## src/rtl/ip_frag_pkg.sv

```systemverilog
`default_nettype none

package ip_frag_pkg;

localparam int RECEIVE_QUEUE_SLOTS = 2;
localparam int FRAGMENT_SLOTS      = 2;
localparam int QUEUE_DEPTH         = 16;
localparam int SLOT_DEPTH          = 64;

//////////////////////////////////////////////////
// Widths
//////////////////////////////////////////////////

typedef logic [7:0]  byte_t;
typedef logic [15:0] packet_id_t;
// Offset in units of 8 bytes
typedef logic [12:0] frag_offset_t;
typedef logic [15:0] timer_count_t;

typedef logic [$clog2(RECEIVE_QUEUE_SLOTS)-1:0] port_index_t;
typedef logic [$clog2(FRAGMENT_SLOTS)-1:0]      slot_index_t;

// Idle cycles after the last byte before a push is closed
localparam timer_count_t TIMEOUT_LIMIT = 16'd4;

//////////////////////////////////////////////////
// Bundles
//////////////////////////////////////////////////

typedef struct packed {
    packet_id_t   packet_id;
    logic         more_fragments;
    frag_offset_t offset;
} frag_header_t;

typedef struct packed {
    byte_t data;
    logic  last;
} byte_beat_t;

typedef struct packed {
    byte_t data;
    logic  last;
} push_beat_t;

typedef struct packed {
    logic         valid;
    frag_header_t header;
} frag_request_t;

endpackage

`default_nettype wire

```

## src/rtl/cycle_timer.sv

```systemverilog
`timescale 1ns/1ps
`default_nettype none

module cycle_timer (
    input  wire                        clock,
    input  wire                        reset_n,
    input  wire                        enable,
    input  wire                        load_count,
    input  wire ip_frag_pkg::timer_count_t count,
    output logic                       expired
);

import ip_frag_pkg::*;

timer_count_t remaining;

always_ff @(posedge clock or negedge reset_n) begin
    if (!reset_n) begin
        remaining <= '0;
    end
    else if (load_count) begin
        remaining <= count;
    end
    else if (enable && (remaining != '0)) begin
        remaining <= remaining - timer_count_t'(1);
    end
end

// Stays set at zero until the next load
assign expired = (remaining == '0);

endmodule

`default_nettype wire

```

## src/rtl/receive_queue.sv

```systemverilog
`timescale 1ns/1ps
`default_nettype none

module receive_queue (
    input  wire                          clock,
    input  wire                          reset_n,
    input  wire ip_frag_pkg::frag_header_t in_header,
    input  wire ip_frag_pkg::byte_beat_t   in_beat,
    input  wire                          in_valid,
    output logic                         in_ready,
    output ip_frag_pkg::frag_request_t   request,
    output ip_frag_pkg::byte_t           data,
    output logic                         data_valid,
    input  wire                          data_ready
);

import ip_frag_pkg::*;

typedef logic [$clog2(QUEUE_DEPTH)-1:0]   queue_addr_t;
typedef logic [$clog2(QUEUE_DEPTH+1)-1:0] queue_count_t;

byte_t        mem [QUEUE_DEPTH];
queue_addr_t  write_ptr;
queue_addr_t  read_ptr;
queue_count_t fill_count;
frag_header_t header;
logic         complete;
logic         running;
logic         push;

assign push = in_valid && in_ready;

// Input closes once a whole fragment sits in the buffer
assign in_ready   = running && !complete && (fill_count != queue_count_t'(QUEUE_DEPTH));
assign data       = mem[read_ptr];
assign data_valid = complete;
assign request    = '{valid: complete, header: header};

always_ff @(posedge clock or negedge reset_n) begin
    if (!reset_n) begin
        running    <= 1'b0;
        write_ptr  <= '0;
        read_ptr   <= '0;
        fill_count <= '0;
        complete   <= 1'b0;
    end
    else begin
        running <= 1'b1;
        if (push) begin
            write_ptr  <= write_ptr + queue_addr_t'(1);
            fill_count <= fill_count + queue_count_t'(1);
            if (in_beat.last) begin
                complete <= 1'b1;
            end
        end
        else if (data_ready) begin
            read_ptr   <= read_ptr + queue_addr_t'(1);
            fill_count <= fill_count - queue_count_t'(1);
            // Final byte leaves
            if (fill_count == queue_count_t'(1)) begin
                complete <= 1'b0;
            end
        end
    end
end

always_ff @(posedge clock) begin
    if (push) begin
        mem[write_ptr] <= in_beat.data;
    end
    if (push && (fill_count == '0)) begin
        header <= in_header;
    end
end

// Handler pops only a fully stored fragment
a_pop_needs_data: assert property (@(posedge clock) disable iff (!reset_n)
    data_ready |-> data_valid)
    else $error("receive_queue: pop without valid data");

endmodule

`default_nettype wire

```

## src/rtl/fragment_slot.sv

```systemverilog
`timescale 1ns/1ps
`default_nettype none

module fragment_slot (
    input  wire                         clock,
    input  wire                         reset_n,
    input  wire ip_frag_pkg::push_beat_t  push_beat,
    input  wire                         push_valid,
    input  wire ip_frag_pkg::packet_id_t  push_packet_id,
    output logic                        slot_empty,
    output ip_frag_pkg::packet_id_t     slot_packet_id,
    output ip_frag_pkg::byte_beat_t     out_beat,
    output logic                        out_valid,
    input  wire                         out_ready,
    output ip_frag_pkg::packet_id_t     out_packet_id
);

import ip_frag_pkg::*;

typedef logic [$clog2(SLOT_DEPTH)-1:0]   slot_addr_t;
typedef logic [$clog2(SLOT_DEPTH+1)-1:0] slot_count_t;

typedef enum logic [1:0] {
    vacant,
    filling,
    streaming
} slot_state_t;

slot_state_t state;
byte_t       mem [SLOT_DEPTH];
slot_count_t fill_count;
slot_addr_t  read_ptr;
packet_id_t  packet_id;
logic        final_beat;

assign final_beat     = (slot_count_t'(read_ptr) == (fill_count - slot_count_t'(1)));
assign slot_empty     = (state == vacant);
assign slot_packet_id = packet_id;
assign out_packet_id  = packet_id;
assign out_valid      = (state == streaming);
assign out_beat       = '{data: mem[read_ptr], last: out_valid && final_beat};

always_ff @(posedge clock or negedge reset_n) begin
    if (!reset_n) begin
        state      <= vacant;
        fill_count <= '0;
        read_ptr   <= '0;
    end
    else begin
        case (state)
            vacant, filling: begin
                if (push_valid) begin
                    fill_count <= fill_count + slot_count_t'(1);
                    state      <= push_beat.last ? streaming : filling;
                end
            end
            streaming: begin
                if (out_ready && final_beat) begin
                    state      <= vacant;
                    fill_count <= '0;
                    read_ptr   <= '0;
                end
                else if (out_ready) begin
                    read_ptr <= read_ptr + slot_addr_t'(1);
                end
            end
            default: begin
                state <= vacant;
            end
        endcase
    end
end

always_ff @(posedge clock) begin
    if (push_valid) begin
        mem[slot_addr_t'(fill_count)] <= push_beat.data;
    end
    // Identification taken from the first byte of a datagram
    if (push_valid && (state == vacant)) begin
        packet_id <= push_packet_id;
    end
end

a_no_push_when_busy: assert property (@(posedge clock) disable iff (!reset_n)
    push_valid |-> (state != streaming) && (fill_count != slot_count_t'(SLOT_DEPTH)))
    else $error("fragment_slot: push while streaming or full");

endmodule

`default_nettype wire

```

## src/rtl/udp_receive_handler.sv

```systemverilog
`timescale 1ns/1ps
`default_nettype none

module udp_receive_handler (
    input  wire                                      clock,
    input  wire                                      reset_n,
    input  wire ip_frag_pkg::frag_request_t [ip_frag_pkg::RECEIVE_QUEUE_SLOTS-1:0] requests,
    input  wire ip_frag_pkg::byte_t [ip_frag_pkg::RECEIVE_QUEUE_SLOTS-1:0]         data,
    input  wire [ip_frag_pkg::RECEIVE_QUEUE_SLOTS-1:0]                             data_valid,
    output logic [ip_frag_pkg::RECEIVE_QUEUE_SLOTS-1:0]                            data_ready,
    output ip_frag_pkg::push_beat_t                                                push_beat,
    output logic [ip_frag_pkg::FRAGMENT_SLOTS-1:0]                                 push_valid,
    output ip_frag_pkg::packet_id_t                                                push_packet_id,
    input  wire [ip_frag_pkg::FRAGMENT_SLOTS-1:0]                                  slot_empty,
    input  wire ip_frag_pkg::packet_id_t [ip_frag_pkg::FRAGMENT_SLOTS-1:0]         slot_packet_id
);

import ip_frag_pkg::*;

typedef enum logic [2:0] {
    idle,
    check_status,
    find_empty_slot,
    find_matching_slot,
    push_data,
    discard_data
} state_t;

state_t                    state;
state_t                    state_next;
port_index_t               port_sel;
port_index_t               port_sel_next;
port_index_t               next_port;
slot_index_t               slot_sel;
slot_index_t               slot_sel_next;
frag_header_t              header;
byte_t                     hold_data;
logic                      hold_valid;
logic                      pop;
logic                      last_slot;
logic                      timer_enable;
logic                      timer_load;
logic                      timer_expired;
logic [FRAGMENT_SLOTS-1:0] slot_onehot;

cycle_timer i_push_timer (
    .clock      (clock),
    .reset_n    (reset_n),
    .enable     (timer_enable),
    .load_count (timer_load),
    .count      (TIMEOUT_LIMIT),
    .expired    (timer_expired)
);

assign timer_enable   = (state == push_data);
assign push_packet_id = header.packet_id;
assign last_slot      = (slot_sel == slot_index_t'(FRAGMENT_SLOTS - 1));
assign next_port      = (port_sel == port_index_t'(RECEIVE_QUEUE_SLOTS - 1)) ?
                        '0 : port_sel + port_index_t'(1);

// Pops happen for both pushing and draining
assign pop = ((state == push_data) || (state == discard_data)) && data_valid[port_sel];

always_comb begin
    data_ready           = '0;
    data_ready[port_sel] = pop;
    slot_onehot          = '0;
    slot_onehot[slot_sel] = 1'b1;
end

//////////////////////////////////////////////////
// Dispatch FSM
//////////////////////////////////////////////////

always_comb begin
    state_next    = state;
    port_sel_next = port_sel;
    slot_sel_next = slot_sel;
    timer_load    = 1'b0;

    case (state)
        idle: begin
            if (requests[port_sel].valid) begin
                state_next = check_status;
            end
            else begin
                port_sel_next = next_port;
            end
        end
        check_status: begin
            slot_sel_next = '0;
            if (header.offset == '0) begin
                state_next = find_empty_slot;
            end
            else begin
                state_next = find_matching_slot;
            end
        end
        find_empty_slot: begin
            timer_load = 1'b1;
            if (slot_empty[slot_sel]) begin
                state_next = push_data;
            end
            else if (last_slot) begin
                state_next = discard_data;
            end
            else begin
                slot_sel_next = slot_sel + slot_index_t'(1);
            end
        end
        find_matching_slot: begin
            timer_load = 1'b1;
            if (!slot_empty[slot_sel] && (slot_packet_id[slot_sel] == header.packet_id)) begin
                state_next = push_data;
            end
            else if (last_slot) begin
                state_next = discard_data;
            end
            else begin
                slot_sel_next = slot_sel + slot_index_t'(1);
            end
        end
        push_data: begin
            timer_load = pop;
            if (timer_expired) begin
                state_next    = idle;
                port_sel_next = next_port;
            end
        end
        discard_data: begin
            if (!requests[port_sel].valid) begin
                state_next    = idle;
                port_sel_next = next_port;
            end
        end
        default: begin
            state_next = idle;
        end
    endcase
end

// One byte is held back so that last can ride on the final byte
always_ff @(posedge clock or negedge reset_n) begin
    if (!reset_n) begin
        state      <= idle;
        port_sel   <= '0;
        slot_sel   <= '0;
        hold_valid <= 1'b0;
        push_valid <= '0;
        push_beat  <= '0;
    end
    else begin
        state          <= state_next;
        port_sel       <= port_sel_next;
        slot_sel       <= slot_sel_next;
        push_valid     <= '0;
        push_beat.last <= 1'b0;
        if (state == push_data) begin
            if (hold_valid) begin
                push_valid     <= slot_onehot;
                push_beat.data <= hold_data;
                push_beat.last <= !pop && !header.more_fragments;
            end
            hold_valid <= pop;
        end
    end
end

always_ff @(posedge clock) begin
    if ((state == idle) && requests[port_sel].valid) begin
        header <= requests[port_sel].header;
    end
    if (pop) begin
        hold_data <= data[port_sel];
    end
end

// Target slot stays free or keeps this fragment's identification
a_push_target: assert property (@(posedge clock) disable iff (!reset_n)
    (state == push_data) |-> slot_empty[slot_sel] ||
        (slot_packet_id[slot_sel] == header.packet_id))
    else $error("udp_receive_handler: push target slot taken by another datagram");

endmodule

`default_nettype wire

```

## src/rtl/ip_reassembly_top.sv

```systemverilog
`timescale 1ns/1ps
`default_nettype none

module ip_reassembly_top (
    input  wire                                                                  clock,
    input  wire                                                                  reset_n,
    input  wire ip_frag_pkg::frag_header_t [ip_frag_pkg::RECEIVE_QUEUE_SLOTS-1:0] in_header,
    input  wire ip_frag_pkg::byte_beat_t [ip_frag_pkg::RECEIVE_QUEUE_SLOTS-1:0]   in_beat,
    input  wire [ip_frag_pkg::RECEIVE_QUEUE_SLOTS-1:0]                           in_valid,
    output wire [ip_frag_pkg::RECEIVE_QUEUE_SLOTS-1:0]                           in_ready,
    output wire ip_frag_pkg::byte_beat_t [ip_frag_pkg::FRAGMENT_SLOTS-1:0]        out_beat,
    output wire [ip_frag_pkg::FRAGMENT_SLOTS-1:0]                                out_valid,
    input  wire [ip_frag_pkg::FRAGMENT_SLOTS-1:0]                                out_ready,
    output wire ip_frag_pkg::packet_id_t [ip_frag_pkg::FRAGMENT_SLOTS-1:0]        out_packet_id
);

import ip_frag_pkg::*;

wire frag_request_t [RECEIVE_QUEUE_SLOTS-1:0] requests;
wire byte_t [RECEIVE_QUEUE_SLOTS-1:0]         queue_data;
wire [RECEIVE_QUEUE_SLOTS-1:0]                queue_data_valid;
wire [RECEIVE_QUEUE_SLOTS-1:0]                queue_data_ready;
wire push_beat_t                              push_beat;
wire [FRAGMENT_SLOTS-1:0]                     push_valid;
wire packet_id_t                              push_packet_id;
wire [FRAGMENT_SLOTS-1:0]                     slot_empty;
wire packet_id_t [FRAGMENT_SLOTS-1:0]         slot_packet_id;

//////////////////////////////////////////////////
// Receive side
//////////////////////////////////////////////////

for (genvar i = 0; i < RECEIVE_QUEUE_SLOTS; i++) begin : g_queue
    receive_queue i_queue (
        .clock      (clock),
        .reset_n    (reset_n),
        .in_header  (in_header[i]),
        .in_beat    (in_beat[i]),
        .in_valid   (in_valid[i]),
        .in_ready   (in_ready[i]),
        .request    (requests[i]),
        .data       (queue_data[i]),
        .data_valid (queue_data_valid[i]),
        .data_ready (queue_data_ready[i])
    );
end

udp_receive_handler i_handler (
    .clock          (clock),
    .reset_n        (reset_n),
    .requests       (requests),
    .data           (queue_data),
    .data_valid     (queue_data_valid),
    .data_ready     (queue_data_ready),
    .push_beat      (push_beat),
    .push_valid     (push_valid),
    .push_packet_id (push_packet_id),
    .slot_empty     (slot_empty),
    .slot_packet_id (slot_packet_id)
);

//////////////////////////////////////////////////
// Reassembly slots
//////////////////////////////////////////////////

for (genvar j = 0; j < FRAGMENT_SLOTS; j++) begin : g_slot
    fragment_slot i_slot (
        .clock          (clock),
        .reset_n        (reset_n),
        .push_beat      (push_beat),
        .push_valid     (push_valid[j]),
        .push_packet_id (push_packet_id),
        .slot_empty     (slot_empty[j]),
        .slot_packet_id (slot_packet_id[j]),
        .out_beat       (out_beat[j]),
        .out_valid      (out_valid[j]),
        .out_ready      (out_ready[j]),
        .out_packet_id  (out_packet_id[j])
    );
end

endmodule

`default_nettype wire

```

## config.mk

```make
export PLATFORM = sky130hd
export DESIGN_NAME = ip_reassembly_top
export DESIGN_NICKNAME = d
export VERILOG_FILES = /design/src/rtl/ip_frag_pkg.sv /design/src/rtl/cycle_timer.sv /design/src/rtl/receive_queue.sv /design/src/rtl/fragment_slot.sv /design/src/rtl/udp_receive_handler.sv /design/src/rtl/ip_reassembly_top.sv
export SDC_FILE = /design/constraint.sdc
export NUM_CORES = 1
export LEC_CHECK = 0
export BUFFER_PORTS_ARGS = -buffer_cell sky130_fd_sc_hd__buf_2
export CORE_MARGIN = 1
export CORE_UTILIZATION = 30
export DETAILED_ROUTE_END_ITERATION = 8
export PLACE_DENSITY = 0.44
export SYNTH_ARGS = -nofsm -noshare
export SYNTH_HDL_FRONTEND = slang
export SYNTH_SLANG_ARGS = --single-unit
export TNS_END_PERCENT = 5
```

## constraint.sdc

```tcl
create_clock -name clock -period 7.5 [get_ports clock]
set_input_delay 0.75 -clock clock [delete_from_list [all_inputs] [get_ports clock]]
set_output_delay 0.75 -clock clock [all_outputs]
set_load 0.005 [all_outputs]
```

# After elaboration in Yosys (flattened, before gate mapping)
# Memory sizes are Yosys's and may differ from the RTL's.
# Index checks and enable logic that the tools add are counted.
[totals]
wordCells = 229
out_inout_bits = 54
memories = 4
mem_bits_rw = 1280
regBits = 222
inputBits = 84
[op_classes]
reduce_logical = 64
n_eq_ne = 28
magnitude_cmp = 4
n_mux = 74
add_sub_neg = 17
bitwise = 3
[mem_list]
columns = ["name", "depth", "word_bits", "rd", "rd_clocked_by_memory_dff", "wr", "line_no", "rtl"]
rows = [
  ["g_slot[0].i_slot.mem", 64, 8, 1, 0, 1, "fragment_slot.sv:30", "byte_t mem [SLOT_DEPTH];"],
  ["g_slot[1].i_slot.mem", 64, 8, 1, 0, 1, "fragment_slot.sv:30", ""],
  ["g_queue[0].i_queue.mem", 16, 8, 1, 0, 1, "receive_queue.sv:22", "byte_t mem [QUEUE_DEPTH];"],
  ["g_queue[1].i_queue.mem", 16, 8, 1, 0, 1, "receive_queue.sv:22", ""],
]
[op_table]
columns = ["op", "count"]
rows = [
  ["16-bit two-way mux", 4],
  ["31-bit two-way mux", 2],
  ["1-bit two-way mux", 31],
  ["7-bit two-way mux", 4],
  ["7-bit one-hot mux with 2 select lines", 2],
  ["6-bit two-way mux", 4],
  ["1-bit logical AND", 21],
  ["3-bit AND reduction", 7],
  ["5-bit two-way mux", 4],
  ["2-bit inequality test, second input constant", 10],
  ["2-bit nonzero test", 10],
  ["3-bit two-way mux", 6],
  ["3-bit one-hot mux with 6 select lines", 1],
  ["4-bit by 1-bit adder with 4-bit output, second input constant", 4],
  ["16-bit == test", 1],
  ["16-bit logical NOT", 1],
  ["8-bit two-way mux", 2],
  ["16-bit nonzero test", 1],
  ["16-bit by 1-bit subtractor with 16-bit output, second input constant", 1],
  ["7-bit by 1-bit adder with 7-bit output, second input constant", 2],
  ["6-bit by 7-bit == test with 1-bit output", 2],
  ["2-bit two-way mux", 7],
  ["2-bit AND reduction", 7],
  ["7-bit by 1-bit subtractor with 7-bit output, second input constant", 2],
  ["28 further kinds", 54],
]

# Depth between registers and ports, before layout
[logic_depth]
ltp_word = 7
mapped_depth = 10
ltp_nobuf = 8

# Cells and area by module
# Synthesis repeated with hierarchy kept, for this count alone.
[hier_totals]
hier_cells = 3219
area_unflattened_um2 = 60611.9
[by_module_without_submodules]
columns = ["module", "cells_per_inst", "seq_area_each_um2", "instances", "area_each_um2"]
rows = [
  ["fragment_slot at g_slot[1].i_slot", 1092, 16230.6, 1, 21593.2],
  ["fragment_slot at g_slot[0].i_slot", 1069, 16230.6, 1, 21509.4],
  ["receive_queue at g_queue[0].i_queue", 355, 5119.9, 1, 6789.0],
  ["receive_queue at g_queue[1].i_queue", 358, 5119.9, 1, 6720.2],
  ["udp_receive_handler", 221, 1566.5, 1, 2936.6],
  ["cycle_timer", 124, 400.4, 1, 1063.5],
]

# Least setup slack after synthesis
# Ideal clock, no wire load.
[synth_path]
path_type = "register to register"
startpoint = "reg i_handler.port_sel"
endpoint = "reg i_handler.header[0] in the netlist's numbering (enable)"
arrival_ns = 3.642
stages_incl_launch_ff = 5
path_buffers = 1
required_time_ns = 7.007
period_less_slack_ns = 4.134
slack_ns = 3.366
setup_ns = 0.493
path_cell_list = "dfrtp_1 > clkbuf_1 > nor2b_1 > a21oi_1 > nor4_1"
[synth_via]
elab_chain_len = 3
[synth_lines]
columns = ["item", "line_no", "rtl"]
rows = [
  ["start, declared", "udp_receive_handler.sv:31", "port_index_t port_sel;"],
  ["start signal, assigned", "udp_receive_handler.sv:154", "port_sel <= port_sel_next;"],
  ["31-bit two-way mux (not written as such) (2 in series)", "udp_receive_handler.sv:170", "if ((state == idle) && requests[port_sel].valid) begin"],
  ["1-bit logical AND", "udp_receive_handler.sv:170", ""],
  ["end signal, assigned", "udp_receive_handler.sv:171", "header <= requests[port_sel].header;"],
  ["end, declared", "udp_receive_handler.sv:36", "frag_header_t header;"],
]
# Every way passes these cells. The select of a mux whose other input is x is not followed.
# A chain may end at the register's enable or synchronous reset.

==> impl_results.md <==
* Status: finished clean
* Core area at 195000 µm²
* First-pass GRT wire length at 207000 µm
* Placed instance count at 5462
* Post-synth EDFFs at 1410
* Max-cap violations at 0
* Synth area leaders: edfxtp_1, mux4_2, dfrtp_1
* Reg-to-reg setup timing slack at 4.03 ns
* Pre-CTS worst setup slack at 3.13 ns
* Residual antenna-violating net count after detailed routing at 0
* DRC at 0
* Finished Layout Cells at 5770
* Post-CTS Setup Inserts at 0
* Wire per inst at 24.6 µm
* Critical Path Max Stage Delay at 0.94 ns
* Final WL at 142000 µm
* Layout area overhead at 15.5%
* Post-CTS Hold Buffers at 1
* Worst Tran Pin Value at 1.34 ns
* CP startpoint kind: flip-flop
* Crit-path cells: buf_4 > mux4_2 > mux4_2 > a22oi_1 > nand2_1 > buf_2
* Cells after Synth at 2790
* Internal power at 16.6 mW
* DP Area at 62800 µm²
* Tightest Hold Check Type: in2reg
* Reg power frac at 48.8%
* Period utilization at 66.4%
* Final setup viols at 0
* Root Buffer: clkbuf_16
* Ports at 138
* Post-DP HPWL at 88800 µm
* Synthesized Nets at 2900
* Power per cell area at 338 nW/µm²
* Via count at 27500
* Setup TNS at 0 ns
* CP Class: reg2out
* Cell Rows at 162
* Vias in the first global route at 29200
* Clock Latency Late Sink at 0.79 ns
* Yosys warns at 0
* Initial drt markers at 2056
* FMAX at 201 MHz
* Hold Slack at 0.131 ns
* P_sw at 6.40 mW
* Clock Tree Buf Depth at 3
* GRT Util Overall at 14.3%
* Ys async rst share at 6.13%
* Clock-pin slew on the worst setup and hold paths at 0.06 ns
* CP Data Arrival Time at 4.23 ns
* Most common flop cell mapped by yosys: edfxtp_1
* Netlist cell types at 62
* Lkg Pwr at 21.3 nW
* Avg Vias per Cell at 4.76
* Clk_skew at 0.0244 ns
* Clock power share at 34.4%
* I/O Buffers at 137
* Post-synth top area share at 71.8%
* Largest net degree at the start of global routing at 101
* Die Wd at 445 µm
* RR Startpoint: g_queue[1].i_queue.fill_count[0]$_DFFE_PN0P_
* Critical Path Source: g_slot[0].i_slot.read_ptr[0]$_DFFE_PN0P_
* WHS Path Cells at 1
* Post-synthesis sequential area ratio at 75.7%
* Largest area contributor in the netlist: edfxtp_1
* Layout cells sized above 1 at 29.0%
* Post-CTS resize count at 0
* Critical path's most frequent cell: mux4_2
* Rel. slew slack at 10.1%
* Pre-Repair DR Iteration Count at 5
* Worst Setup EP: out_beat[1]
* Path depth of the worst reg2reg path at 5
* Grt total ovfl at 0
* Gate power share at 16.8%
* # H-tree levels at 4
* Worst IR Drop VDD at 297 µV
* Die H at 445 µm
* Initial antenna violation count at 9
* # clock sinks at 1502
* Fin nets at 3115
* Crit path max-delay cell type: dfrtp_4
* Die area at 198000 µm²
* #FFs+latches synth at 1502
* Finished Cell Area at 68200 µm²
* Most frequent cells in the layout: edfxtp_1, mux4_2, nor2_1
* Fin crit period at 4.98 ns
* Sw Ratio at 27.8%
* Final worst slack at 2.52 ns
* RD Place Congestion at 0.762
* RSZ-0062 raised after global routing: no
* CP Max Fanout at 39
* Slew Limit Fails at 0
* Worst setup EP type: output port
* Initial Util at 30.2%
* Reg-to-Reg End: g_queue[1].i_queue.request[14]$_DFFE_PP_
* Syn Area/Cell at 21.1 µm²
* Final Hold Fails at 0
* Num CTS Buffers at 164
* Synthesized cell area at 59000 µm²
* Commonest non-fill, non-tap cell in the layout: edfxtp_1
* Worst endpoint required time at 6.75 ns
* CTS tree: built
[worst max-delay path, delay by kind of cell (launching register included)]
family	cells	cell delay (ns)
AND/OR/NAND/NOR	1	0.16
multiplexers	2	1.13
flip-flops	1	0.94
buffers and inverters	2	0.76
AO/OA/AOI/OAI	1	0.41
[sequential cells by signal, indices dropped and copies added (netlist names)]
signal and flops:
i_handler.header 14, i_handler.hold_data 8, g_queue.i_queue.request 60, g_queue.i_queue.running 1, g_queue.i_queue.write_ptr 8, g_slot.i_slot.out_packet_id 32, g_slot.i_slot.fill_count 14, g_queue.i_queue.fill_count 10
g_queue.i_queue.mem 256, i_handler.i_push_timer.remaining 16, i_handler.push_beat 9, i_handler.port_sel 1, g_slot.i_slot.state 4, i_handler.hold_valid 1, i_handler.state 3, g_slot.i_slot.mem 1024
i_handler.last_slot 1, i_handler.push_valid 2, i_handler.push_packet_id 16, g_queue.i_queue.data_valid 2, g_slot.i_slot.read_ptr 12, g_queue.i_queue.read_ptr 8
[power groups by stage]
stage | Clock [mW] | Combinational (mW) | Sequential (mW)
4_1_cts | 8.15 | 3.99 | 11.3
5_1_grt | 8.45 | 4.21 | 11.3
3_5_place_dp | 0 | 3.97 | 11.4
3_3_place_gp | 0 | 3.90 | 11.4
6_report | 7.93 | 3.88 | 11.2
2_1_floorplan | 0 | 2.62 | 11.1
[synthesized netlist by cell type (all sizes together) (4+ instances only)]
| cell | instances |
|---|---|
| nor4 | 13 |
| and3 | 8 |
| nand3 | 26 |
| dfrtp | 92 |
| buf | 76 |
| nand2 | 75 |
| inv | 20 |
| mux4 | 400 |
| nor3 | 19 |
| nor2b | 14 |
| nor3b | 6 |
| or3 | 7 |
| nand2b | 12 |
| a21oi | 13 |
| a22oi | 34 |
| nand4 | 13 |
| o21ai | 19 |
| mux2 | 48 |
| clkbuf | 70 |
| o31ai | 4 |
| and2 | 38 |
| mux2i | 20 |
| ha | 26 |
| nand3b | 7 |
| a31oi | 4 |
| xor2 | 31 |
| nor2 | 199 |
| edfxtp | 1410 |
| a21o | 4 |
| xnor2 | 48 |
| a41oi | 4 |
[how the worst min path moves through the flow]
| stage | startpoint | to | slack [ns] |
|---|---|---|---|
| after CTS | in_header[16] | g_queue[0].i_queue.request[16]$_DFFE_PP_ | 0.05 |
| after global placement | i_handler.header[13]$_DFFE_PP_ | i_handler.push_beat[0]$_DFF_PN0_ | 0.42 |
| after detailed placement | i_handler.header[13]$_DFFE_PP_ | i_handler.push_beat[0]$_DFF_PN0_ | 0.42 |
| after floorplan | i_handler.header[13]$_DFFE_PP_ | i_handler.push_beat[0]$_DFF_PN0_ | 0.39 |
| after global routing | in_header[16] | g_queue[0].i_queue.request[16]$_DFFE_PP_ | 0.08 |
| final | in_header[24] | g_queue[0].i_queue.request[24]$_DFFE_PP_ | 0.13 |
[per-layer routing]
layer / up-vias / part of all wire (%) / global-route usage, %
met5: - / 0.049 / 0
met1: 14700 / 44 / 19.5
met3: 206 / 4.6 / 2.73
met4: 10 / 2.1 / 3.93
li1: 11900 / - / -
met2: 647 / 49 / 23.5
[per-stage QoR]
| step | util (%) | power (mW) |
|---|---|---|
| 2_1_floorplan | - | 13.7 |
| 3_3_place_gp | 32.2 | 15.3 |
| 3_5_place_dp | 32.2 | 15.4 |
| 4_1_cts | 34.9 | 23.4 |
| 5_1_grt | 34.9 | 24.0 |
| 6_report | 34.9 | 23.0 |
[area by class of cell]
cell class	count	area, µm²
clock inverters	91	823
diodes	3	7.51
flip-flops and latches	1502	44700
well taps	2624	3280
inverters	20	75.1
multi-input cells	1122	13600
repair buffers	195	1150
fillers	18000	127000
clock buffers	213	4490
[cells by family after synthesis]
logic type	share of synthesized area (%)
XOR/XNOR	1.17
AO/OA/AOI/OAI	1.19
adder cells (fa/ha/maj)	0.551
flip-flops	75.7
AND/OR/NAND/NOR	3.63
other	0.00636
multiplexers	16.5
buffers and inverters	1.27
(Power assumes the default switching activity.)
